### src/qspi_consts.svh
`ifndef QSPI_CONSTS_SVH
`define QSPI_CONSTS_SVH

// Flash address and data byte
`define QSPI_ADDR_WIDTH 32
`define QSPI_DATA_WIDTH 8

// One command byte on io0
`define QSPI_OPCODE_BITS 8

// Die selected by the C2h command
`define QSPI_DIE_NUMBER 8'h01

// Die select sends opcode then die number
`define QSPI_SWITCH_BITS (2 * `QSPI_OPCODE_BITS)

// Read opcode followed by the full address
`define QSPI_READ_BITS (`QSPI_OPCODE_BITS + `QSPI_ADDR_WIDTH)

// Turnaround before dual and quad data
`define QSPI_DUMMY_CYCLES 8

// Sequencer counter, wide enough for the read command
`define QSPI_COUNT_WIDTH 6

`endif

### src/qspi_pkg.sv
`default_nettype none

package qspi_pkg;

    // Transaction phases of the read sequencer
    typedef enum logic [2:0] {
        ST_IDLE       = 3'd0,
        ST_SWITCH_DIE = 3'd1,
        ST_GAP        = 3'd2,   // cs_n high between die select and read
        ST_COMMAND    = 3'd3,
        ST_DUMMY      = 3'd4,
        ST_DATA       = 3'd5,
        ST_WRITE      = 3'd6,
        ST_DONE       = 3'd7
    } qspi_state_t;

    typedef enum logic [1:0] {
        MODE_SINGLE   = 2'b00,
        MODE_DUAL     = 2'b01,
        MODE_QUAD     = 2'b10,
        MODE_RESERVED = 2'b11   // Read as single
    } qspi_mode_t;

    typedef enum logic [7:0] {
        OP_SWITCH_DIE = 8'hC2,
        OP_READ       = 8'h13,
        OP_DUAL_READ  = 8'h3C,
        OP_QUAD_READ  = 8'h6C
    } qspi_opcode_t;

endpackage

`default_nettype wire

### src/qspi_data_capture.sv
`timescale 1ns/1ns
`default_nettype none

`include "qspi_consts.svh"

module qspi_data_capture
    import qspi_pkg::*;
(
    input  logic                        system_clk,
    input  logic                        system_reset_n,
    input  qspi_mode_t                  read_mode,
    input  logic                        sample_en,
    input  logic                        byte_valid,
    input  logic [3:0]                  io_in,
    output logic [`QSPI_DATA_WIDTH-1:0] data_qspi2fifo,
    output logic                        write_req
);

    localparam int DW = `QSPI_DATA_WIDTH;

    logic [DW-1:0] shift_reg;
    logic [DW-1:0] shift_next;

    // MSB first on every lane width
    always_comb
    begin
        case (read_mode)
            MODE_DUAL:
            begin
                shift_next = {shift_reg[DW-3:0], io_in[1], io_in[0]};
            end
            MODE_QUAD:
            begin
                shift_next = {shift_reg[DW-5:0], io_in[3:0]};
            end
            default:
            begin
                shift_next = {shift_reg[DW-2:0], io_in[1]};   // Single data on io1
            end
        endcase
    end

    always_ff @(negedge system_clk)
    begin
        if (sample_en)
        begin
            shift_reg <= shift_next;
        end
        if (byte_valid)
        begin
            data_qspi2fifo <= shift_reg;
        end
    end

    // One strobe per byte without back-pressure
    always_ff @(negedge system_clk)
    begin
        if (!system_reset_n)
        begin
            write_req <= 1'b0;
        end
        else
        begin
            write_req <= byte_valid;
        end
    end

endmodule

`default_nettype wire

### config.mk
export PLATFORM = sky130hd
export DESIGN_NAME = qspi_data_capture
export DESIGN_NICKNAME = d
export VERILOG_FILES = /design/src/qspi_pkg.sv /design/src/qspi_data_capture.sv
export VERILOG_INCLUDE_DIRS = /design/src
export SDC_FILE = /design/constraint.sdc
export NUM_CORES = 1
export LEC_CHECK = 0
export BUFFER_PORTS_ARGS = -buffer_cell sky130_fd_sc_hd__buf_2
export CORE_ASPECT_RATIO = 1.25
export CORE_MARGIN = 2
export CORE_UTILIZATION = 42
export CTS_BUF_LIST = sky130_fd_sc_hd__clkbuf_16
export DETAILED_ROUTE_END_ITERATION = 8
export PLACE_DENSITY = 0.66
export SLEW_MARGIN = 0
export SYNTH_ARGS = -nofsm -noshare
export SYNTH_HDL_FRONTEND = slang
export SYNTH_SLANG_ARGS = --single-unit
export TNS_END_PERCENT = 30
### constraint.sdc
create_clock -name system_clk -period 0.9 [get_ports system_clk]
set_input_delay 0.09 -clock system_clk [delete_from_list [all_inputs] [get_ports system_clk]]
set_output_delay 0.09 -clock system_clk [all_outputs]
set_load 0.01 [all_outputs]
== Yosys cells after proc, flatten, opt, wreduce, memory -nomap -nowiden ==
Cells that the tools add are included.
Cells by class
  eq/ne operators: 2
  muxes and demuxes: 1
Operator list (count)
  $pmux 8 s2: 1
  $eq 2x1->1 const B: 1
  $eq 2x2->1 const B: 1
Word-level totals
  register bits after elaboration: 17
  bits of input ports: 10
  output and inout bits: 9

== Longest topological paths before layout ==
  depth in word-level cells: 2
  depth in mapped cells: 5
  mapped depth without buffers: 4

==> impl_metrics.json <==
{
  "antenna_cells": 0,
  "placed_area_sq_um": 838,
  "mostFrequentLayoutCell": "inv_1",
  "clk_path_buf_depth": 2,
  "status": "complete, but fails checks",
  "layout-drive-gt1-share_pct": 42.0,
  "crit_arrival_ps": 1280,
  "dpl.hpwl_microns": 766,
  "areaGrowthSynthToFinish_pct": 49.5,
  "first_pass_iters": 5,
  "r2r_end": "shift_reg[6]$_DFFE_NP_",
  "clk_pin_slew_worst_paths_ps": 50,
  "start_kind": "flip-flop",
  "hold_viol_final": 0,
  "worst_slew_pin_slew_ps": 203,
  "wl_met1_microns": 426,
  "cts_num_sinks": 17,
  "pwr-share-seq_pct": 41.6,
  "num_io_pins": 19,
  "grt_pass1_vias": 497,
  "p_per_area_nw_per_um2": 2340,
  "dr.first_iter.drc_count": 13,
  "synth_top_cell_by_area": "edfxtp_1",
  "cp-end-kind": "output pin",
  "violations": "setup timing",
  "clockRootBuffer": "clkbuf_16",
  "wl_met2_microns": 628,
  "fin_total_pwr_mw": 2.41,
  "final.setup_skew_ps": 15.7,
  "setup-violations-final": 17,
  "timing.final.ws_setup_ps": -470,
  "drc": 0,
  "grt_usage_pct": 15.9,
  "synth_top_area_share_pct": 69.9,
  "crit_path_start": "data_qspi2fifo[0]$_DFFE_NP_",
  "power_frac_comb_pct": 10.3,
  "grt.overflow.total": 0,
  "portBuffers": 18,
  "holdBufCountCts": 0,
  "synth_area_leaders": "edfxtp_1 70%, a22oi_1 6.6%, nand2_1 4.4%, ha_1 3.6%, dfxtp_1 2.9%",
  "cp_slowest_cell": "edfxtp_1",
  "ys_seq_elements": 17,
  "crit_buf_inv": 1,
  "final-max-slew-violation-count": 0,
  "top_layer_used": "met4",
  "clock_latency_ps": 340,
  "max_stage_delay_ps": 350,
  "antenna_found_initial": 0,
  "cts_tree": "yes",
  "synth_warnings": 0,
  "die_w_microns": 40.2,
  "syn_area_sq_um": 687,
  "cts-buffers-inserted": 3,
  "clkPwrFrac_pct": 48.1,
  "path_cells": "buf_2",
  "die-area_sq_um": 1980,
  "hold_class": "input pin to flip-flop",
  "avgRoutedWirePerCell_microns": 11.4,
  "synth_nets": 60,
  "worst-path-stages": 1,
  "grt_max_degree": 17,
  "die_y_microns": 49.2,
  "r2r_setup_slack_ps": -110,
  "num_vias": 520,
  "worst-setup-path-type": "flip-flop to output pin",
  "p_switching_uw": 631,
  "start_util_pct": 44.6,
  "ys_seq_area_share_pct": 72.9,
  "slew_headroom_pct": 86.5,
  "core_sq_um": 1540,
  "gp_congestion": 0.755,
  "wirelength_microns": 1210,
  "vdd.ir_drop.worst_uv": 1580,
  "switching_share_pct": 26.2,
  "worstPathRequired_ps": 810,
  "final_util_pct": 66.6,
  "placementRows": 16,
  "p_int_mw": 1.78,
  "syn_inst": 48,
  "reg2reg_depth": 2,
  "dpl.cell_count": 86,
  "path_delay_family": "flip-flops",
  "nNetsFinal": 101,
  "synthDistinctLibCells": 11,
  "r2r-start": "shift_reg[2]$_DFFE_NP_",
  "cap_viol_max_count": 0,
  "h-tree-depth": 1,
  "rsz0062_at_grt": "true",
  "hold_ws_ps": 419,
  "grt_pass1_wl_microns": 1940,
  "worstSetupEndpoint": "data_qspi2fifo[0]",
  "stdcell_count": 106,
  "finish.instance_area_sq_um": 1030,
  "met3WireLength_microns": 97,
  "ant_nets": 0,
  "syn_area_per_cell_sq_um": 14.3,
  "p_leak_nw": 0.467,
  "viasPerCell": 4.91,
  "crit_fanout": 1,
  "final_cell_mix": "19 x inv_1, 16 x edfxtp_1, 16 x buf_2, 6 x nand2_1, 6 x o21ai_1"
}
-- how the worst min path moves through the flow --
| stage | startpoint | to | slack, ps | depth (start not counted) |
|---|---|---|---|---|
| 6_report | system_reset_n | write_req$_SDFF_NN0_ | 420 | 2 |
| 5_1_grt | shift_reg[7]$_DFFE_NP_ | data_qspi2fifo[7]$_DFFE_NP_ | 420 | 0 |
| 4_1_cts | system_reset_n | write_req$_SDFF_NN0_ | 410 | 2 |
| 3_5_place_dp | shift_reg[7]$_DFFE_NP_ | data_qspi2fifo[7]$_DFFE_NP_ | 410 | 0 |
| 3_3_place_gp | shift_reg[7]$_DFFE_NP_ | data_qspi2fifo[7]$_DFFE_NP_ | 400 | 0 |
| 2_1_floorplan | shift_reg[7]$_DFFE_NP_ | data_qspi2fifo[7]$_DFFE_NP_ | 400 | 0 |
-- synthesized netlist by cell type --
library cell,n
o21ai_1,4
dfxtp_1,1
and2_1,1
edfxtp_1,16
o21ai_0,4
buf_6,1
inv_1,3
ha_1,2
a22oi_1,6
nand2_1,8
o21ai_2,2
-- routing by layer --
metal / GRT usage [%] / vias up
met3: 8.22 / 4
met5: 0 / -
met2: 22.0 / 25
met4: 18.9 / 0
li1: - / 261
met1: 13.7 / 230
-- power by group through the flow --
stage | clock, mW | combinational (mW) | sequential [mW]
finish | 1.16 | 0.247 | 1.00
global route | 1.27 | 0.273 | 1.01
CTS | 1.20 | 0.241 | 1.00
detailed placement | 0.120 | 0.221 | 1.01
global placement | 0.120 | 0.216 | 1.00
floorplan | 0.120 | 0.110 | 1.02
-- final cells by class --
type | count | area, sq um
clock buffer | 3 | 75.1
clock inverter | 18 | 67.6
multi-input combinational | 27 | 223
inverter | 2 | 10.0
fill | 105 | 514
timing repair buffer | 21 | 129
tap | 18 | 22.5
sequential | 17 | 500
-- per-stage QoR --
stage                     setup slack, ps  setup TNS, ps
after floorplan                      -379          -3260
after global placement               -545          -7420
after detailed placement             -574          -7750
after CTS                            -488          -5130
after global routing                 -510          -5610
final                                -470          -5070
-- repair_timing --
action | in CTS | in global routing
resized for setup | 8 | 3
pin swaps | 4 | 0
setup endpoints to repair | 17 | 17
buffers inserted | 0 | 0
-- cell families (layout without fill, tap and decap cells) --
kind of cell | after synthesis | in the layout | synth area share (%)
flip-flops | 17 | 17 | 72.9
AO/OA/AOI/OAI | 16 | 16 | 14.9
AND/OR/NAND/NOR | 9 | 9 | 5.28
buffers and inverters | 4 | 44 | 3.28
adder cells (fa/ha/maj) | 2 | 2 | 3.64
(Power assumes the default switching activity.)
