File: config.mk
export PLATFORM = sky130hd
export DESIGN_NAME = qspi_sequencer
export DESIGN_NICKNAME = d
export VERILOG_FILES = /design/src/qspi_pkg.sv /design/src/qspi_sequencer.sv
export VERILOG_INCLUDE_DIRS = /design/src
export SDC_FILE = /design/constraint.sdc
export NUM_CORES = 1
export LEC_CHECK = 0
export BUFFER_PORTS_ARGS = -buffer_cell sky130_fd_sc_hd__buf_2
export CAP_MARGIN = 20
export CORE_MARGIN = 2
export CORE_UTILIZATION = 49
export DETAILED_ROUTE_END_ITERATION = 7
export PLACE_DENSITY = 0.74
export SETUP_SLACK_MARGIN = 0.1
export SLEW_MARGIN = 0
export SYNTH_ARGS = -nofsm -noshare
export SYNTH_HDL_FRONTEND = slang
export SYNTH_SLANG_ARGS = --single-unit
export TNS_END_PERCENT = 20
File: constraint.sdc
create_clock -name system_clk -period 1.45 [get_ports system_clk]
set_input_delay 0.0725 -clock system_clk [delete_from_list [all_inputs] [get_ports system_clk]]
set_output_delay 0.0725 -clock system_clk [all_outputs]
set_load 0.05 [all_outputs]
File: src/qspi_consts.svh
`ifndef QSPI_CONSTS_SVH
`define QSPI_CONSTS_SVH

// Flash address and data byte
`define QSPI_ADDR_WIDTH 32
`define QSPI_DATA_WIDTH 8

// One command byte on io0
`define QSPI_OPCODE_BITS 8

// Die selected by the C2h command
`define QSPI_DIE_NUMBER 8'h01

// Die select sends opcode then die number
`define QSPI_SWITCH_BITS (2 * `QSPI_OPCODE_BITS)

// Read opcode followed by the full address
`define QSPI_READ_BITS (`QSPI_OPCODE_BITS + `QSPI_ADDR_WIDTH)

// Turnaround before dual and quad data
`define QSPI_DUMMY_CYCLES 8

// Sequencer counter, wide enough for the read command
`define QSPI_COUNT_WIDTH 6

`endif

File: src/qspi_pkg.sv
`default_nettype none

package qspi_pkg;

    // Transaction phases of the read sequencer
    typedef enum logic [2:0] {
        ST_IDLE       = 3'd0,
        ST_SWITCH_DIE = 3'd1,
        ST_GAP        = 3'd2,   // cs_n high between die select and read
        ST_COMMAND    = 3'd3,
        ST_DUMMY      = 3'd4,
        ST_DATA       = 3'd5,
        ST_WRITE      = 3'd6,
        ST_DONE       = 3'd7
    } qspi_state_t;

    typedef enum logic [1:0] {
        MODE_SINGLE   = 2'b00,
        MODE_DUAL     = 2'b01,
        MODE_QUAD     = 2'b10,
        MODE_RESERVED = 2'b11   // Read as single
    } qspi_mode_t;

    typedef enum logic [7:0] {
        OP_SWITCH_DIE = 8'hC2,
        OP_READ       = 8'h13,
        OP_DUAL_READ  = 8'h3C,
        OP_QUAD_READ  = 8'h6C
    } qspi_opcode_t;

endpackage

`default_nettype wire

File: src/qspi_sequencer.sv
`timescale 1ns/1ns
`default_nettype none

`include "qspi_consts.svh"

module qspi_sequencer
    import qspi_pkg::*;
(
    input  logic       system_clk,
    input  logic       system_reset_n,
    input  logic       read_flag,
    input  logic       switch_die,
    input  logic [1:0] mode,
    output logic       cs_n,
    output logic       ready,
    output logic       read_done,
    output logic       load_switch,
    output logic       load_read,
    output logic       shift_en,
    output logic       cmd_out_en,
    output logic       sample_en,
    output logic       byte_valid,
    output qspi_mode_t read_mode
);

    localparam int CW = `QSPI_COUNT_WIDTH;

    localparam logic [CW-1:0] SWITCH_LAST = CW'(`QSPI_SWITCH_BITS - 1);
    localparam logic [CW-1:0] READ_LAST   = CW'(`QSPI_READ_BITS - 1);
    localparam logic [CW-1:0] READ_TURN   = CW'(`QSPI_READ_BITS - 2);
    localparam logic [CW-1:0] DUMMY_LAST  = CW'(`QSPI_DUMMY_CYCLES - 1);
    localparam logic [CW-1:0] DUMMY_TURN  = CW'(`QSPI_DUMMY_CYCLES - 2);

    qspi_state_t   state;
    logic [CW-1:0] count;
    logic [CW-1:0] data_last;
    logic          single_read;
    logic          cmd_phase;

    assign single_read = (read_mode != MODE_DUAL) && (read_mode != MODE_QUAD);

    // Count of the last data beat, less the one taken in the previous phase
    always_comb
    begin
        case (read_mode)
            MODE_DUAL: data_last = CW'(`QSPI_DATA_WIDTH / 2 - 2);
            MODE_QUAD: data_last = CW'(`QSPI_DATA_WIDTH / 4 - 2);
            default:   data_last = CW'(`QSPI_DATA_WIDTH - 2);
        endcase
    end

    assign cmd_phase  = (state == ST_SWITCH_DIE) || (state == ST_COMMAND);
    assign shift_en   = cmd_phase;
    assign cmd_out_en = cmd_phase;   // io0 released in dummy and data

    always_ff @(negedge system_clk)
    begin
        if (!system_reset_n)
        begin
            state       <= ST_IDLE;
            count       <= '0;
            read_mode   <= MODE_SINGLE;
            cs_n        <= 1'b1;
            ready       <= 1'b1;
            read_done   <= 1'b0;
            load_switch <= 1'b0;
            load_read   <= 1'b0;
            sample_en   <= 1'b0;
            byte_valid  <= 1'b0;
        end
        else
        begin
            load_switch <= 1'b0;
            load_read   <= 1'b0;
            byte_valid  <= 1'b0;
            read_done   <= 1'b0;
            count       <= count + 1'b1;

            case (state)
                ST_IDLE:
                begin
                    ready <= 1'b1;
                    if (load_switch || load_read)
                    begin
                        // Shifter is loaded on this edge
                        state <= load_switch ? ST_SWITCH_DIE : ST_COMMAND;
                        count <= '0;
                        cs_n  <= 1'b0;
                        ready <= 1'b0;
                    end
                    else if (ready && read_flag)
                    begin
                        read_mode   <= qspi_mode_t'(mode);
                        load_switch <= switch_die;
                        load_read   <= !switch_die;
                    end
                end
                ST_SWITCH_DIE:
                begin
                    if (count == SWITCH_LAST)
                    begin
                        state     <= ST_GAP;
                        cs_n      <= 1'b1;
                        load_read <= 1'b1;
                    end
                end
                ST_GAP:
                begin
                    state <= ST_COMMAND;
                    count <= '0;
                    cs_n  <= 1'b0;
                end
                ST_COMMAND:
                begin
                    if (single_read && count == READ_TURN)
                        sample_en <= 1'b1;   // First bit arrives during the last address bit
                    if (count == READ_LAST)
                    begin
                        state <= single_read ? ST_DATA : ST_DUMMY;
                        count <= '0;
                    end
                end
                ST_DUMMY:
                begin
                    if (count == DUMMY_TURN)
                        sample_en <= 1'b1;
                    if (count == DUMMY_LAST)
                    begin
                        state <= ST_DATA;
                        count <= '0;
                    end
                end
                ST_DATA:
                begin
                    if (count == data_last)
                    begin
                        state      <= ST_WRITE;
                        sample_en  <= 1'b0;
                        byte_valid <= 1'b1;
                    end
                end
                ST_WRITE:
                begin
                    state <= ST_DONE;
                    cs_n  <= 1'b1;   // Together with write_req
                end
                ST_DONE:
                begin
                    state     <= ST_IDLE;
                    read_done <= 1'b1;
                end
                default:
                begin
                    state <= ST_IDLE;
                end
            endcase
        end
    end

endmodule

`default_nettype wire

# [Word level (Yosys, flattened, before mapping)]
# Index checks and enable logic that the tools add are counted.
[word_totals] wordCells=81 regBits=18 output_inout_bits=11
[op_classes] reduce_logical=15 mux=27 n_bitwise=4 addsub=1 n_eq_ne=24
[ops] operator="$pmux W3 S8" count=1
[ops] operator="$pmux W6 S4" count=1
[ops] operator="$mux W6" count=3
[ops] operator="$mux W3" count=5
[ops] operator="$eq A3 B3 Y1 const B" count=4
[ops] operator="$eq A6 B3 Y1 const B" count=2
[ops] operator="$eq A6 B6 Y1 const B" count=2
[ops] operator="$mux W1" count=12
[ops] operator="$ne A2 B2 Y1 const B" count=5
[ops] operator="$ne A2 B1 Y1 const B" count=4
[ops] operator="$add A6 B1 Y6 const B" count=1
[ops] operator="$eq A3 B2 Y1 const B" count=2
[ops] operator="$eq A6 B4 Y1 const B" count=1
[ops] operator="$eq A6 B6 Y1" count=1
[ops] operator="$pmux W3 S2" count=1
[ops] operator="$reduce_and A3 Y1" count=2
[ops] operator="$reduce_and A5 Y1" count=1
[ops] operator="$not A1 Y1" count=4
[ops] operator="$pmux W1 S4" count=1
[ops] operator="$reduce_and A4 Y1" count=1
[ops] operator="$reduce_bool A4 Y1" count=1
[ops] operator="$reduce_or A4 Y1" count=1
[ops] operator="$eq A3 B1 Y1 const B" count=1
[ops] operator="$logic_and A1 B1 Y1" count=3
[ops] operator="other kinds (10)" count=11

# [Longest topological paths before layout]
[logic_depth] depth_word=5 mapped_depth=6

==> results.cfg <==
[outcome]
violations = setup timing
status = complete, but fails checks

[pwr]
power.total_mw = 2.68
p_leak_nw = 0.699
p_per_area_nw_per_um2 = 1730
irDropWorstVdd_uv = 1450

[clock_network]
cts.path.max_buffers = 2
cts-hold-fix-buffers = 0
ctsHtreeMaxLevel = 1
cts_tree = built
cts_root_buf = clkbuf_4
clkSinkCount = 18
path_clk_slew_ps = 40
cts-buffers-inserted = 3
clk_latency_ps = 390

[flow_run]
cap_violations = 0

[yosys]
synth.avg_cell_area_um2 = 8.57
synth_edf_count = 0
yosysTopAreaCellShare = 0.353
yosys-top-cells-count = 18 x dfxtp_1, 10 x nor2_1, 9 x nand2_1
ys_types = 41
synth-seq-cells = 18
yosysMostFrequentCell = dfxtp_1
async_flop_share = 0
synth.yosys.warnings = 0
synthCells = 119
syn_nets = 128
synthTopCellsByArea = dfxtp_1 35%, a211oi_1 3.7%, ha_1 3.7%
yosysTopAreaCell = dfxtp_1
ys_seq_area_frac = 0.353
ys_dominant_reg_cell = dfxtp_1
syn-cell-area_um2 = 1020

[place]
gp_congestion = 0.848
numPortBuffers = 16
preCtsSetupSlack_ps = -95.6
dp_hpwl_mm = 1.77

[critical_path]
cp_max_fo = 2
crit_chain = nand2b_4, clkinvlp_4, buf_6
r2r-end = state[0]
regToRegSetupSlack_ps = -50
critPathRequiredTime_ps = 1380
cp_slowest_cell = dfxtp_2
r2r_start = read_mode[1]
slowest_delay_ps = 310
r2r_cells = 6
worstSetupPathType = reg2out
endpoint_kind = primary output
arrival_ps = 1790
startpoint_type = flop

[cells_and_area]
utilization = 0.790
diodes = 0
nets = 180
syn_to_final_growth_pct = 52.0
fillers = 139
final_layout_size_suffix_gt1_frac = 0.441

[sta]
setup_viol = 12
tightest_slew_ps = 312
rsz0062_at_grt = true
finalClockSkew_ps = 21.3
fin_ws_ps = -412
hold_violations = 0
fin_tns_setup_ps = -2680
hold_ws_ps = 474
slew_headroom = 0.790
slew_viol_final = 0

[min_path]
hold_class = reg2reg
whs_endpoint = cs_n
min_path_cells = 2
min-delay-start = cs_n

[grt]
grt-ovfl-total = 0
antenna_found_initial = 0
grt_max_degree = 14
grt_pass1_vias = 1169
grtUsageTotal = 0.251
grt_pass1_wl_mm = 4.66

[drt]
drtAntennaViolNets = 0
detail_route.vias_per_cell = 5.64
drt_wl_total_mm = 2.79
drtIter0Drc = 46
wire_per_inst_um = 14.1
drtPass1Iterations = 4
vias = 1112
route.detailed.drc = 0

[die]
row_count = 16
die_h_um = 49.6
die_width_um = 49.6
initial_core_util = 0.520
core_um2 = 1960
dieArea_um2 = 2460
io_pins = 17
## metrics by stage
stage / instance area, um2 / cells
finish: 1550 / 197
global route: 1550 / 197
CTS: 1520 / 196
detailed placement: 1280 / 173
global placement: 1280 / 173
floorplan: 1080 / 119
## state kept, by name (all words and copies together), names as in the netlist
| register | cells |
|---|---|
| sample_en | 1 |
| load_read | 1 |
| cs_n | 1 |
| read_mode | 2 |
| state | 3 |
| read_done | 1 |
| load_switch | 1 |
| count | 6 |
| byte_valid | 1 |
| ready | 1 |
## repair_timing
item                                    in CTS  in global routing
pin swaps                                    3                  4
endpoints found under the setup margin      23                 25
buffers inserted                             2                  1
gates resized for setup                     43                  6
## cell usage in the layout (no fill, tap or decap), drive strengths merged, types with 2 or more instances in the layout
| master | instances |
|---|---|
| nor2 | 10 |
| xnor2 | 2 |
| a21oi | 2 |
| inv | 21 |
| mux2i | 2 |
| o31ai | 3 |
| clkinvlp | 2 |
| nand4 | 4 |
| clkbuf | 3 |
| ha | 3 |
| a211oi | 5 |
| nor4 | 2 |
| o21a | 2 |
| nand2 | 9 |
| and3 | 4 |
| buf | 40 |
| xor2 | 4 |
| nand2b | 4 |
| and3b | 2 |
| nor3 | 5 |
| nand3 | 4 |
| o21ai | 5 |
| dfxtp | 18 |
| o41ai | 2 |
## layer usage
metal	track usage	share of wire
met5	0	0
met4	0.162	0.034
met3	0.100	0.061
met2	0.436	0.50
met1	0.246	0.40
## worst max-delay path by stage
stage	slack [ps]	start	endpoint
after floorplan	-320	state[2]	shift_en
final	-410	state[2]	cmd_out_en
after global routing	-480	state[2]	shift_en
after detailed placement	-100	state[2]	cmd_out_en
after CTS	-420	state[2]	cmd_out_en
after global placement	-80	state[2]	cmd_out_en
## kinds of logic (layout without fill, tap and decap cells)
family | Yosys count | count (layout) | synth area share
AOI/OAI and AO/OA | 24 | 24 | 0.169
DFF | 18 | 18 | 0.353
buffers and inverters | 15 | 66 | 0.0785
muxes | 2 | 2 | 0.0196
and+or+nand+nor | 51 | 51 | 0.291
xor gates and xnor gates | 6 | 6 | 0.0515
adders and majority gates | 3 | 3 | 0.0368
## cell type report
class                   instances  area (um2)  share of cell area
multi-input cells              86         658               0.425
flip-flops and latches         18         382               0.246
repair buffers                 40         363               0.234
clock inverters                19        72.6              0.0468
well taps                      27        33.8              0.0218
clock buffers                   3        22.5              0.0145
inverters                       4        18.8              0.0121
## critical path: cells and delay by family, from the launching register on
kind          cells  cell delay, ps
buf+inv           2             250
flops             1             310
simple gates      1             130
## power by group
group / total (mW) / switching [mW] / leakage (nW) / internal, mW
sequential: 0.742 / 0.113 / 0.151 / 0.629
clock: 0.472 / 0.306 / 0.110 / 0.165
combinational: 1.47 / 0.805 / 0.438 / 0.662
Note: power is estimated with default switching activity, not from simulation.
