$ cat config.mk
export PLATFORM = sky130hd
export DESIGN_NAME = qspi_command_shifter
export DESIGN_NICKNAME = d
export VERILOG_FILES = /design/src/qspi_pkg.sv /design/src/qspi_command_shifter.sv
export VERILOG_INCLUDE_DIRS = /design/src
export SDC_FILE = /design/constraint.sdc
export NUM_CORES = 1
export LEC_CHECK = 0
export ABC_AREA = 1
export BUFFER_PORTS_ARGS = -buffer_cell sky130_fd_sc_hd__buf_4
export CAP_MARGIN = 20
export CORE_ASPECT_RATIO = 0.8
export CORE_MARGIN = 2
export CORE_UTILIZATION = 50
export CTS_CLUSTER_DIAMETER = 40
export DETAILED_ROUTE_END_ITERATION = 16
export PLACE_DENSITY = 0.83
export SLEW_MARGIN = 10
export SYNTH_ARGS = -nofsm -noshare
export SYNTH_HDL_FRONTEND = slang
export SYNTH_SLANG_ARGS = --single-unit
export TNS_END_PERCENT = 1
$ cat constraint.sdc
create_clock -name system_clk -period 1.9 [get_ports system_clk]
set_clock_uncertainty 0.15 [all_clocks]
set_input_delay 0.38 -clock system_clk [delete_from_list [all_inputs] [get_ports system_clk]]
set_output_delay 0.38 -clock system_clk [all_outputs]
set_load 0.05 [all_outputs]
$ cat src/qspi_consts.svh
`ifndef QSPI_CONSTS_SVH
`define QSPI_CONSTS_SVH

// Flash address and data byte
`define QSPI_ADDR_WIDTH 32
`define QSPI_DATA_WIDTH 8

// One command byte on io0
`define QSPI_OPCODE_BITS 8

// Die selected by the C2h command
`define QSPI_DIE_NUMBER 8'h01

// Die select sends opcode then die number
`define QSPI_SWITCH_BITS (2 * `QSPI_OPCODE_BITS)

// Read opcode followed by the full address
`define QSPI_READ_BITS (`QSPI_OPCODE_BITS + `QSPI_ADDR_WIDTH)

// Turnaround before dual and quad data
`define QSPI_DUMMY_CYCLES 8

// Sequencer counter, wide enough for the read command
`define QSPI_COUNT_WIDTH 6

`endif

$ cat src/qspi_pkg.sv
`default_nettype none

package qspi_pkg;

    // Transaction phases of the read sequencer
    typedef enum logic [2:0] {
        ST_IDLE       = 3'd0,
        ST_SWITCH_DIE = 3'd1,
        ST_GAP        = 3'd2,   // cs_n high between die select and read
        ST_COMMAND    = 3'd3,
        ST_DUMMY      = 3'd4,
        ST_DATA       = 3'd5,
        ST_WRITE      = 3'd6,
        ST_DONE       = 3'd7
    } qspi_state_t;

    typedef enum logic [1:0] {
        MODE_SINGLE   = 2'b00,
        MODE_DUAL     = 2'b01,
        MODE_QUAD     = 2'b10,
        MODE_RESERVED = 2'b11   // Read as single
    } qspi_mode_t;

    typedef enum logic [7:0] {
        OP_SWITCH_DIE = 8'hC2,
        OP_READ       = 8'h13,
        OP_DUAL_READ  = 8'h3C,
        OP_QUAD_READ  = 8'h6C
    } qspi_opcode_t;

endpackage

`default_nettype wire

$ cat src/qspi_command_shifter.sv
`timescale 1ns/1ns
`default_nettype none

`include "qspi_consts.svh"

module qspi_command_shifter
    import qspi_pkg::*;
(
    input  logic                        system_clk,
    input  logic                        system_reset_n,
    input  logic [`QSPI_ADDR_WIDTH-1:0] read_addr,
    input  qspi_mode_t                  read_mode,
    input  logic                        load_switch,
    input  logic                        load_read,
    input  logic                        shift_en,
    output logic                        cmd_bit
);

    localparam int SR_BITS  = `QSPI_READ_BITS;
    localparam int PAD_BITS = `QSPI_READ_BITS - `QSPI_SWITCH_BITS;

    logic [SR_BITS-1:0] shift_reg;
    qspi_opcode_t       read_opcode;

    always_comb
    begin
        case (read_mode)
            MODE_DUAL: read_opcode = OP_DUAL_READ;
            MODE_QUAD: read_opcode = OP_QUAD_READ;
            default:   read_opcode = OP_READ;   // Reserved mode too
        endcase
    end

    // Command is left aligned so the MSB leaves first
    always_ff @(negedge system_clk)
    begin
        if (!system_reset_n)
        begin
            shift_reg <= '0;
        end
        else if (load_switch)
        begin
            shift_reg <= {OP_SWITCH_DIE, `QSPI_DIE_NUMBER, {PAD_BITS{1'b0}}};
        end
        else if (load_read)
        begin
            shift_reg <= {read_opcode, read_addr};   // Address held from here on
        end
        else if (shift_en)
        begin
            shift_reg <= {shift_reg[SR_BITS-2:0], 1'b0};
        end
    end

    assign cmd_bit = shift_reg[SR_BITS-1];

endmodule

`default_nettype wire

# Word level (Yosys, flattened, before mapping)
# Cells that the tools add are included.
[word_totals] out_inout_bits=1 wordCells=12 ff_bits=40 inputBits=39
[op_classes] eq_ne=2 n_bitwise=1 muxes=4 reduce_logical=3
[op_table] op="$mux W40" n=3
[op_table] op="$pmux W7 S2" n=1
[op_table] op="$reduce_bool A3 Y1" n=1
[op_table] op="$eq A2 B1 Y1 const B" n=1
[op_table] op="$eq A2 B2 Y1 const B" n=1
[op_table] op="$reduce_bool A2 Y1" n=1
[op_table] op="$reduce_or A2 Y1" n=1
[op_table] op="$not A1 Y1" n=1

# Logic depth before layout (Yosys ltp)
# Gate-level depths: netlist (run 1).
[depth] ltp_word=4 depth_mapped=7 depth_no_buf=7

==> results of run 1 <==
## final timing paths
path	from	end
hold reg to reg	shift_reg[31]	shift_reg[31]
setup / recovery	shift_reg[39]	cmd_bit
setup reg to reg	shift_reg[14]	shift_reg[15]
hold / removal	shift_reg[31]	shift_reg[31]
## through the flow
| step | utilization (%) | setup slack, ns | hold WS, ns |
|---|---|---|---|
| 6_report | 69.61 | -0.4061 | 0.3130 |
| 3_3_place_gp | 63.51 | -0.3607 | 0.2995 |
| 2_1_floorplan | - | -0.2222 | 0.2894 |
| 3_5_place_dp | 63.51 | -0.3829 | 0.3089 |
| 5_1_grt | 69.61 | -0.4205 | 0.3382 |
| 4_1_cts | 69.40 | -0.4108 | 0.3140 |
## placed cells by master, fill, tap and decap left out, drive strengths merged
| cell | netlist | layout |
|---|---|---|
| nand3 | 9 | 9 |
| ha | 2 | 2 |
| buf | 19 | 60 |
| clkinvlp | 0 | 1 |
| a21oi | 35 | 35 |
| nor2 | 9 | 9 |
| o21ai | 3 | 3 |
| clkinv | 0 | 2 |
| nand2 | 175 | 175 |
| dfxtp | 40 | 40 |
| nand3b | 1 | 1 |
| clkbuf | 0 | 5 |
| inv | 43 | 82 |
## per-layer routing
metal,wire (microns),up-vias,global-route usage [%]
li1,-,1173,-
met1,2161,1020,23.37
met2,2394,49,36.62
met3,227,3,7.994
met4,29,0,10.68
met5,0,-,0
## cell families (layout without fill, tap and decap cells)
group / after synthesis / in the layout / synth area share (%)
adders and majority gates: 2 / 2 / 1.185
AOI/OAI and AO/OA: 38 / 38 / 12.57
and+or+nand+nor: 194 / 194 / 35.80
buffers and inverters: 62 / 150 / 12.51
DFF: 40 / 40 / 37.94
## cells in the mapped netlist, drive strengths merged
library cell / n
inv: 43
nor2: 9
a21oi: 35
nand3: 9
buf: 19
ha: 2
nand2: 175
nand3b: 1
o21ai: 3
dfxtp: 40
## layout make-up
type | instances | share of cell area [%]
inverter | 42 | 5.752
clock buffer | 5 | 2.397
clock inverter | 43 | 6.013
multi-input combinational | 234 | 37.43
tap | 57 | 2.484
timing repair buffer | 60 | 18.00
sequential | 40 | 27.93
## power by group
group,internal (W),leakage (nW),switching (W)
clock,0.000370,0.257,0.000541
combinational,0.000165,1.01,0.000183
sequential,0.000886,0.328,0.0000204
## worst reg2reg max path: cells and delay by family, from the launching register on
kind | cells | cell delay, ns
AOI/OAI and AO/OA | 1 | 0.11
DFF | 1 | 0.33
and+or+nand+nor | 3 | 0.17
## timing repair
item | CTS | global route
pin swaps | 1 | 1
setup endpoints to repair | 5 | 21
resized for setup | 2 | 2
==> impl_metrics.sql, run 1 <==
INSERT INTO impl_metrics (metric_group, metric, value, unit) VALUES
('clocking', 'clock_latency', '0.36', 'ns'),
('critical_path', 'cp-end-kind', 'output pin', ''),
('critical_path', 'worst_path_dominant_cell_family', 'flip-flops', ''),
('clocking', 'clock_tree.root_cell', 'sky130_fd_sc_hd__clkbuf_8', ''),
('clocking', 'clock_tree_from_tritoncts', 'built', ''),
('drt', 'antenna_violating_nets_post_route', '0', ''),
('global_route', 'global_route.overflow_total', '0', ''),
('place', 'placement.cell_area', '2620', 'sq um'),
('timing', 'max-slew-margin-rel', '89.87', '%'),
('clocking', 'cts_inserted_buffers', '5', ''),
('synth', 'post_synth.cell_area_avg', '6.282', 'sq um'),
('floorplanning', 'die_w', '76.64', 'microns'),
('synth', 'synth.largest_area_cell', 'sky130_fd_sc_hd__dfxtp_1', ''),
('outcome', 'failed_checks', 'negative setup slack', ''),
('critical_path', 'cp_data_arrival_time', '1.78', 'ns'),
('finish', 'largest_register_ffs', '40', ''),
('critical_path', 'critical_path.startpoint_type', 'flip-flop', ''),
('critical_path', 'critPathMaxFanout', '2', ''),
('synth', 'synth.ff_latch_count', '40', ''),
('critical_path', 'r2r_slack', '1.07', 'ns'),
('finish', 'antennaDiodeCount', '0', ''),
('clocking', 'clock_tree.htree_level_count', '2', ''),
('critical_path', 'worst-r2r-cell-count', '4', ''),
('flow_run', 'max_cap_violations', '0', ''),
('global_route', 'grt_util_all_layers', '21.41', '%'),
('finish', 'area.sequential', '802.0', 'sq um'),
('synth', 'post_synth_main_area_contributors', 'sky130_fd_sc_hd__dfxtp_1 (38%), sky130_fd_sc_hd__nand2_1 (31%), sky130_fd_sc_hd__a21oi_2 (8.3%), sky130_fd_sc_hd__inv_1 (7.1%), sky130_fd_sc_hd__buf_2 (3.8%)', ''),
('place', 'post_dp_hpwl', '3307', 'microns'),
('finish', 'layoutNonFillerInstCount', '481', ''),
('worst_hold_path', 'worst_hold_path.num_cells', '2', ''),
('timing', 'worstMarginPinSlew', '0.1510', 'ns'),
('critical_path', 'cp_slowest_cell', 'sky130_fd_sc_hd__dfxtp_2', ''),
('clocking', 'cts.hold.buffers_added', '0', ''),
('timing', 'final.setup.tns', '-0.4550', 'ns'),
('finish', 'fillers', '373', ''),
('place', 'globalplace.congestion', '0.8039', ''),
('drt', 'dr_total_vias', '2245', ''),
('clocking', 'clockBufferDepth', '2', ''),
('timing', 'fin_ws', '-0.4061', 'ns'),
('power', 'report.power.total', '0.002164', 'W'),
('outcome', 'outcome', 'complete, but fails checks', ''),
('synth', 'synth_cell_types', '16', ''),
('finish', 'drive_above_1_share', '23.58', '%'),
('timing', 'report.final.setup_viol', '4', ''),
('floorplanning', 'io-pin-count', '40', ''),
('critical_path', 'worstPathCellList', 'buf_6', ''),
('drt', 'post_drt_via_cell_ratio', '4.667', ''),
('critical_path', 'critical_path_buf_inv_count', '1', ''),
('global_route', 'grt_pass1_wl', '8473', 'microns'),
('timing', 'rsz0062_at_grt', 'yes', ''),
('synth', 'synth.cell_area', '2111', 'sq um'),
('critical_path', 'crit_cells', '1', ''),
('drt', 'drt_pass1_iterations', '4', ''),
('drt', 'drt_wl_total', '4812', 'microns'),
('synth', 'yosysWarnings', '0', ''),
('drt', 'wl_per_cell', '10.00', 'microns'),
('critical_path', 'slowest_delay', '0.32', 'ns'),
('finish', 'num-nets-final', '464', ''),
('floorplanning', 'total_die_area', '4760', 'sq um'),
('global_route', 'vias_in_the_first_global_route', '2232', ''),
('clocking', 'worst_path_clk_slew', '0.03', 'ns'),
('critical_path', 'worstSetupPathType', 'reg -> out', ''),
('place', 'numPlacedInstances', '434', ''),
('finish', 'areaGrowthSynthToFinish', '36.04', '%'),
('worst_hold_path', 'hold_path_class', 'reg -> reg', ''),
('finish', 'multi_input_comb_area', '1075', 'sq um'),
('critical_path', 'required', '1.37', 'ns'),
('synth', 'mappedNetlistNets', '377', ''),
('power', 'power.density_cell_area', '753.6', 'nW/um^2'),
('synth', 'netlist.area_leader.share', '37.94', '%'),
('global_route', 'grt_start_max_net_pins', '30', '');
No activity file was read; power rests on OpenSTA's default activity.
==> inputs of run 2 (changes only) <==
--- a/config.mk
+++ b/config.mk
@@ -15,6 +15,7 @@
 export CTS_CLUSTER_DIAMETER = 40
 export DETAILED_ROUTE_END_ITERATION = 16
 export PLACE_DENSITY = 0.83
+export SETUP_SLACK_MARGIN = 0.05
 export SLEW_MARGIN = 10
 export SYNTH_ARGS = -nofsm -noshare
 export SYNTH_HDL_FRONTEND = slang
==> impl_metrics.sql, run 2 (synthesis gave the netlist of run 1 again) <==
INSERT INTO impl_metrics (metric_group, metric, value, unit) VALUES
('outcome', 'outcome', 'complete, but fails checks', ''),
('outcome', 'failed_checks', 'negative setup slack', ''),
('global_route', 'global_route.overflow_total', '0', ''),
('clocking', 'clockBufferDepth', '2', ''),
('critical_path', 'r2r-end', 'shift_reg[15]', ''),
('place', 'globalplace.congestion', '0.8039', ''),
('drt', 'drc', '0', ''),
('clocking', 'cts.hold.buffers_added', '0', ''),
('finish', 'drive_above_1_share', '23.58', '%'),
('timing', 'report.final.setup_viol', '4', ''),
('critical_path', 'critical_path_buf_inv_count', '1', ''),
('critical_path', 'worst_path_dominant_cell_family', 'flip-flops', ''),
('place', 'numPlacedInstances', '434', ''),
('place', 'post_dp_hpwl', '3307', 'microns'),
('finish', 'layout.cells.most_common_list', 'sky130_fd_sc_hd__nand2_1 (173), sky130_fd_sc_hd__inv_1 (77), sky130_fd_sc_hd__buf_4 (53), sky130_fd_sc_hd__dfxtp_1 (39), sky130_fd_sc_hd__a21oi_2 (21)', ''),
('critical_path', 'cp-end-kind', 'output pin', ''),
('drt', 'drt_wl_total', '4813', 'microns'),
('timing', 'rsz0062_at_grt', 'yes', ''),
('timing', 'max-slew-margin-rel', '89.50', '%'),
('finish', 'num-nets-final', '464', ''),
('flow_run', 'max_cap_violations', '0', ''),
('worst_hold_path', 'whs_endpoint', 'shift_reg[31]', ''),
('critical_path', 'critical_path.startpoint_type', 'flip-flop', ''),
('drt', 'dr_total_vias', '2247', ''),
('finish', 'most_common_cell_after_layout_fill_and_taps_aside', 'sky130_fd_sc_hd__nand2_1', ''),
('floorplanning', 'die_height', '62.12', 'microns'),
('global_route', 'vias_in_the_first_global_route', '2232', ''),
('drt', 'post_drt_via_cell_ratio', '4.672', ''),
('clocking', 'clock_tree.root_cell', 'sky130_fd_sc_hd__clkbuf_8', ''),
('critical_path', 'slowest_delay', '0.32', 'ns'),
('power', 'power.ir.vdd_worst', '0.4145', 'mV'),
('timing', 'final_count_of_hold_timing_violations', '0', ''),
('clocking', 'worst_path_clk_slew', '0.03', 'ns'),
('drt', 'wl_per_cell', '10.01', 'microns'),
('clocking', 'clock_latency', '0.36', 'ns'),
('timing', 'worst_hold_slack', '0.3130', 'ns'),
('global_route', 'grt_util_all_layers', '21.41', '%'),
('global_route', 'grt_antenna_before_repair', '0', ''),
('floorplanning', 'rows', '21', ''),
('power', 'power.density_cell_area', '751.9', 'nW/um^2'),
('critical_path', 'critPathMaxFanout', '2', ''),
('clocking', 'cts.sink_count', '40', ''),
('critical_path', 'worstPathCellList', 'buf_6', ''),
('floorplanning', 'io-pin-count', '40', ''),
('critical_path', 'required', '1.37', 'ns'),
('drt', 'antenna_violating_nets_post_route', '0', ''),
('worst_hold_path', 'worst_hold_path.num_cells', '2', ''),
('finish', 'largest_register_ffs', '40', ''),
('timing', 'fin_ws', '-0.4042', 'ns'),
('critical_path', 'cp_data_arrival_time', '1.77', 'ns'),
('place', 'detailedPlace.worstSlack', '-0.3829', 'ns'),
('drt', 'drt_iter0_drc', '121', ''),
('critical_path', 'worstSetupPathType', 'reg -> out', ''),
('place', 'placement.io_buffers', '39', ''),
('finish', 'areaGrowthSynthToFinish', '36.34', '%'),
('finish', 'layoutNonFillerInstCount', '481', ''),
('timing', 'report.final.slew_viol_count', '0', ''),
('global_route', 'grt_start_max_net_pins', '30', ''),
('critical_path', 'r2r_slack', '1.07', 'ns'),
('clocking', 'clock_tree_from_tritoncts', 'built', ''),
('floorplanning', 'total_die_area', '4760', 'sq um'),
('critical_path', 'cp_slowest_cell', 'sky130_fd_sc_hd__dfxtp_2', ''),
('timing', 'final.setup.tns', '-0.4572', 'ns'),
('clocking', 'postCtsSetupRepairBufs', '0', ''),
('clocking', 'cts_inserted_buffers', '5', ''),
('drt', 'drt_pass1_iterations', '4', ''),
('global_route', 'grt_pass1_wl', '8473', 'microns'),
('timing', 'worstMarginPinSlew', '0.1565', 'ns'),
('floorplanning', 'start_util', '51.17', '%'),
('floorplanning', 'die_w', '76.64', 'microns'),
('critical_path', 'worst-r2r-cell-count', '4', ''),
('worst_hold_path', 'hold_path_startpoint', 'shift_reg[31]', ''),
('floorplanning', 'fp.coreArea', '4125', 'sq um'),
('finish', 'antennaDiodeCount', '0', ''),
('critical_path', 'crit-reg2reg-launch', 'shift_reg[14]', ''),
('worst_hold_path', 'hold_path_class', 'reg -> reg', ''),
('power', 'static_power_due_to_leakage', '1.595', 'nW'),
('clocking', 'clock_tree.htree_level_count', '2', ''),
('finish', 'layout.core_utilization', '69.76', '%');
-- run 2: routing by layer --
metal | vias up | global-route usage (%) | part of all wire, %
met2 | 49 | 36.62 | 50
met1 | 1022 | 23.37 | 45
li1 | 1173 | - | -
met3 | 3 | 7.994 | 4.4
met5 | - | 0 | 0
met4 | 0 | 10.68 | 0.60
-- run 2: what timing repair did --
action | in CTS | in global routing
gates resized for setup | 3 | 3
pin swaps | 1 | 2
setup endpoints to repair | 26 | 39
-- run 2: worst max-delay path by stage --
stage | from | to | slack [ns] | cells past startpoint
after global routing | shift_reg[39] | cmd_bit | -0.42 | 1
after CTS | shift_reg[39] | cmd_bit | -0.41 | 1
after global placement | read_mode[0] | shift_reg[37] | -0.36 | 8
final | shift_reg[39] | cmd_bit | -0.40 | 1
after detailed placement | read_mode[0] | shift_reg[35] | -0.38 | 8
after floorplan | shift_en | shift_reg[10] | -0.22 | 5
-- run 2: area by class of cell --
| type | instances | area [sq um] |
|---|---|---|
| clock buffer | 5 | 68.82 |
| clock inverter | 43 | 172.7 |
| fill | 371 | 1247 |
| inverter | 42 | 167.7 |
| multi-input combinational | 234 | 1075 |
| sequential | 40 | 802.0 |
| tap | 57 | 71.32 |
| timing repair buffer | 60 | 520.5 |
-- run 2: power by group --
| group | total, W | internal, W | switching [W] | leakage, nW |
|---|---|---|---|---|
| sequential | 0.000906 | 0.000886 | 0.0000203 | 0.328 |
| combinational | 0.000348 | 0.000166 | 0.000183 | 1.01 |
| clock | 0.000909 | 0.000370 | 0.000540 | 0.257 |
-- run 2: stage by stage --
step | instance area, sq um | total power, W
final | 2878 | 0.002164
after global routing | 2878 | 0.002338
after CTS | 2865 | 0.002206
after detailed placement | 2620 | 0.001390
after global placement | 2620 | 0.001380
after floorplan | 2171 | 0.001253
-- run 2: worst min-delay path: stages, from the launching register on --
cell and delay (ns):
sky130_fd_sc_hd__dfxtp_1 0.30, sky130_fd_sc_hd__nand2_1 0.06, sky130_fd_sc_hd__a21oi_1 0.05
==> inputs of run 3 (changes only) <==
--- a/config.mk
+++ b/config.mk
@@ -9,12 +9,15 @@
 export ABC_AREA = 1
 export BUFFER_PORTS_ARGS = -buffer_cell sky130_fd_sc_hd__buf_4
 export CAP_MARGIN = 20
+export CELL_PAD_IN_SITES_DETAIL_PLACEMENT = 1
+export CELL_PAD_IN_SITES_GLOBAL_PLACEMENT = 1
 export CORE_ASPECT_RATIO = 0.8
 export CORE_MARGIN = 2
-export CORE_UTILIZATION = 50
+export CORE_UTILIZATION = 41
 export CTS_CLUSTER_DIAMETER = 40
 export DETAILED_ROUTE_END_ITERATION = 16
-export PLACE_DENSITY = 0.83
+export PLACE_DENSITY = 0.95
+export REMOVE_ABC_BUFFERS = 1
 export SETUP_SLACK_MARGIN = 0.05
 export SLEW_MARGIN = 10
 export SYNTH_ARGS = -nofsm -noshare
==> impl_metrics.sql, run 3 (synthesis gave the netlist of run 1 again) <==
INSERT INTO impl_metrics (metric_group, metric, value, unit) VALUES
('outcome', 'outcome', 'complete, but fails checks', ''),
('outcome', 'failed_checks', 'negative setup slack', ''),
('power', 'power.density_cell_area', '778.3', 'nW/um^2'),
('clocking', 'cts_inserted_buffers', '5', ''),
('critical_path', 'critical_path_buf_inv_count', '1', ''),
('timing', 'report.final.setup_viol', '30', ''),
('floorplanning', 'io-pin-count', '40', ''),
('critical_path', 'cp-end-kind', 'output pin', ''),
('critical_path', 'required', '1.37', 'ns'),
('power', 'static_power_due_to_leakage', '1.603', 'nW'),
('timing', 'final.setup.tns', '-1.129', 'ns'),
('drt', 'wl_per_cell', '16.62', 'microns'),
('critical_path', 'cp_slowest_cell', 'sky130_fd_sc_hd__dfxtp_2', ''),
('floorplanning', 'start_util', '42.40', '%'),
('clocking', 'clock_tree_from_tritoncts', 'built', ''),
('worst_hold_path', 'hold_path_class', 'reg -> reg', ''),
('global_route', 'grt_util_all_layers', '28.82', '%'),
('finish', 'largest_register_ffs', '40', ''),
('place', 'globalplace.congestion', '0.7659', ''),
('global_route', 'grt_antenna_before_repair', '0', ''),
('timing', 'report.final.slew_viol_count', '0', ''),
('timing', 'rsz0062_at_grt', 'yes', ''),
('worst_hold_path', 'worst_hold_path.num_cells', '2', ''),
('flow_run', 'max_cap_violations', '0', ''),
('critical_path', 'cp_data_arrival_time', '1.79', 'ns'),
('global_route', 'groute.layer.met2.usage', '51.88', '%'),
('timing', 'worstMarginPinSlew', '0.2190', 'ns'),
('drt', 'drt_pass1_iterations', '4', ''),
('finish', 'num-nets-final', '462', ''),
('clocking', 'cts.hold.buffers_added', '0', ''),
('timing', 'fin_ws', '-0.4154', 'ns'),
('global_route', 'grt-busiest-layer', 'met2', ''),
('critical_path', 'worstSetupPathType', 'reg -> out', ''),
('finish', 'most_common_cell_after_layout_fill_and_taps_aside', 'sky130_fd_sc_hd__nand2_1', ''),
('place', 'post_dp_hpwl', '4095', 'microns'),
('drt', 'drc', '0', ''),
('finish', 'finalInstanceArea', '2913', 'sq um'),
('clocking', 'postCtsSetupRepairBufs', '0', ''),
('clocking', 'clock_tree.htree_level_count', '2', ''),
('critical_path', 'critical_path.startpoint_type', 'flip-flop', ''),
('worst_hold_path', 'hold_path_startpoint', 'shift_reg[5]', ''),
('drt', 'drt_iter0_drc', '82', ''),
('floorplanning', 'total_die_area', '5742', 'sq um'),
('clocking', 'worst_path_clk_slew', '0.04', 'ns'),
('critical_path', 'crit-reg2reg-launch', 'shift_reg[11]', ''),
('critical_path', 'worstPathCellList', 'buf_8', ''),
('timing', 'final_count_of_hold_timing_violations', '0', ''),
('power', 'power.ir.vdd_worst', '0.4637', 'mV'),
('finish', 'layout.cells.most_common_list', 'sky130_fd_sc_hd__nand2_1 (167), sky130_fd_sc_hd__inv_1 (80), sky130_fd_sc_hd__buf_4 (46), sky130_fd_sc_hd__dfxtp_1 (39), sky130_fd_sc_hd__a21oi_2 (24)', ''),
('finish', 'drive_above_1_share', '24.88', '%'),
('critical_path', 'worst_setup_path_start', 'shift_reg[39]', ''),
('clocking', 'cts.sink_count', '40', ''),
('drt', 'antenna_violating_nets_post_route', '0', ''),
('critical_path', 'critPathMaxFanout', '2', ''),
('critical_path', 'worst_path_dominant_cell_family', 'flip-flops', ''),
('clocking', 'clock_latency', '0.40', 'ns'),
('place', 'placement.cell_area', '2584', 'sq um'),
('clocking', 'clockBufferDepth', '2', ''),
('critical_path', 'slowest_delay', '0.33', 'ns'),
('timing', 'max-slew-margin-rel', '85.40', '%'),
('critical_path', 'worst-r2r-cell-count', '4', ''),
('floorplanning', 'rows', '23', ''),
('finish', 'areaGrowthSynthToFinish', '38.00', '%'),
('critical_path', 'r2r-end', 'shift_reg[12]', ''),
('critical_path', 'r2r_slack', '0.93', 'ns'),
('global_route', 'met1_demand_to_capacity_share_in_global_routing', '31.62', '%'),
('worst_hold_path', 'whs_endpoint', 'shift_reg[5]', ''),
('global_route', 'grt_pass1_wl', '12770', 'microns'),
('global_route', 'grt_start_max_net_pins', '22', ''),
('drt', 'dr_total_vias', '2417', ''),
('drt', 'post_drt_via_cell_ratio', '4.994', ''),
('finish', 'multi_input_comb_area', '1101', 'sq um'),
('global_route', 'globalRouteMet3Util', '6.996', '%'),
('finish', 'antennaDiodeCount', '0', ''),
('floorplanning', 'die_height', '68.18', 'microns'),
('floorplanning', 'die_w', '84.22', 'microns'),
('floorplanning', 'fp.coreArea', '4979', 'sq um'),
('global_route', 'vias_in_the_first_global_route', '2686', ''),
('clocking', 'clock_tree.root_cell', 'sky130_fd_sc_hd__clkbuf_8', ''),
('finish', 'area.sequential', '802.0', 'sq um'),
('power', 'report.power.total', '0.002267', 'W'),
('global_route', 'global_route.overflow_total', '0', ''),
('finish', 'fillers', '671', ''),
('place', 'placement.io_buffers', '39', ''),
('drt', 'drt_wl_total', '8044', 'microns');
-- run 3: changes by cell type in the layout (fill, tap and decap cells not counted), moves of 3 or more --
cell and delta:
sky130_fd_sc_hd__a21oi_1 -3, sky130_fd_sc_hd__a21oi_2 +3, sky130_fd_sc_hd__nand2_1 -6, sky130_fd_sc_hd__nand2_2 +7
sky130_fd_sc_hd__inv_1 +3, sky130_fd_sc_hd__buf_4 -7
-- run 3: worst max-delay path by stage --
stage,endpoint,depth (start not counted)
after floorplan,shift_reg[39],4
after global placement,shift_reg[37],8
after detailed placement,shift_reg[34],8
after CTS,cmd_bit,1
after global routing,cmd_bit,1
final,cmd_bit,1
-- run 3: area by class of cell --
| class | count | area share (%) |
|---|---|---|
| Clock inverter | 43 | 5.584 |
| Sequential cell | 40 | 27.53 |
| Clock buffer | 5 | 2.363 |
| Multi-Input combinational cell | 234 | 37.80 |
| Inverter | 42 | 5.498 |
| Tap cell | 62 | 2.663 |
| Timing Repair Buffer | 58 | 18.56 |
-- run 3: report_power, final --
group | total [W] | switching [W] | internal (W)
clock | 0.000965 | 0.000606 | 0.000359
combinational | 0.000390 | 0.000219 | 0.000171
sequential | 0.000912 | 0.0000277 | 0.000884
total | 0.00227 | 0.000853 | 0.00141
-- run 3: what timing repair did --
action | 4_1_cts | 5_1_grt
gates resized for setup | 13 | 15
pin swaps | 3 | 2
endpoints found under the setup margin | 41 | 41
-- run 3: routing by layer --
| metal | wire, microns | up-vias |
|---|---|---|
| met3 | 308 | 27 |
| li1 | - | 1169 |
| met1 | 3475 | 1154 |
| met2 | 4001 | 67 |
| met4 | 259 | 0 |
| met5 | 0 | - |
-- run 3: metrics by stage --
| step | hold WS (ns) | cells | util, % | setup slack, ns |
|---|---|---|---|---|
| finish | 0.3261 | 484 | 58.51 | -0.4154 |
| detailed placement | 0.3088 | 437 | 51.90 | -0.5261 |
| floorplan | 0.2912 | 317 | - | -0.7136 |
| CTS | 0.3209 | 484 | 57.48 | -0.4224 |
| global route | 0.3371 | 484 | 58.51 | -0.4490 |
| global placement | 0.3005 | 437 | 51.90 | -0.4285 |
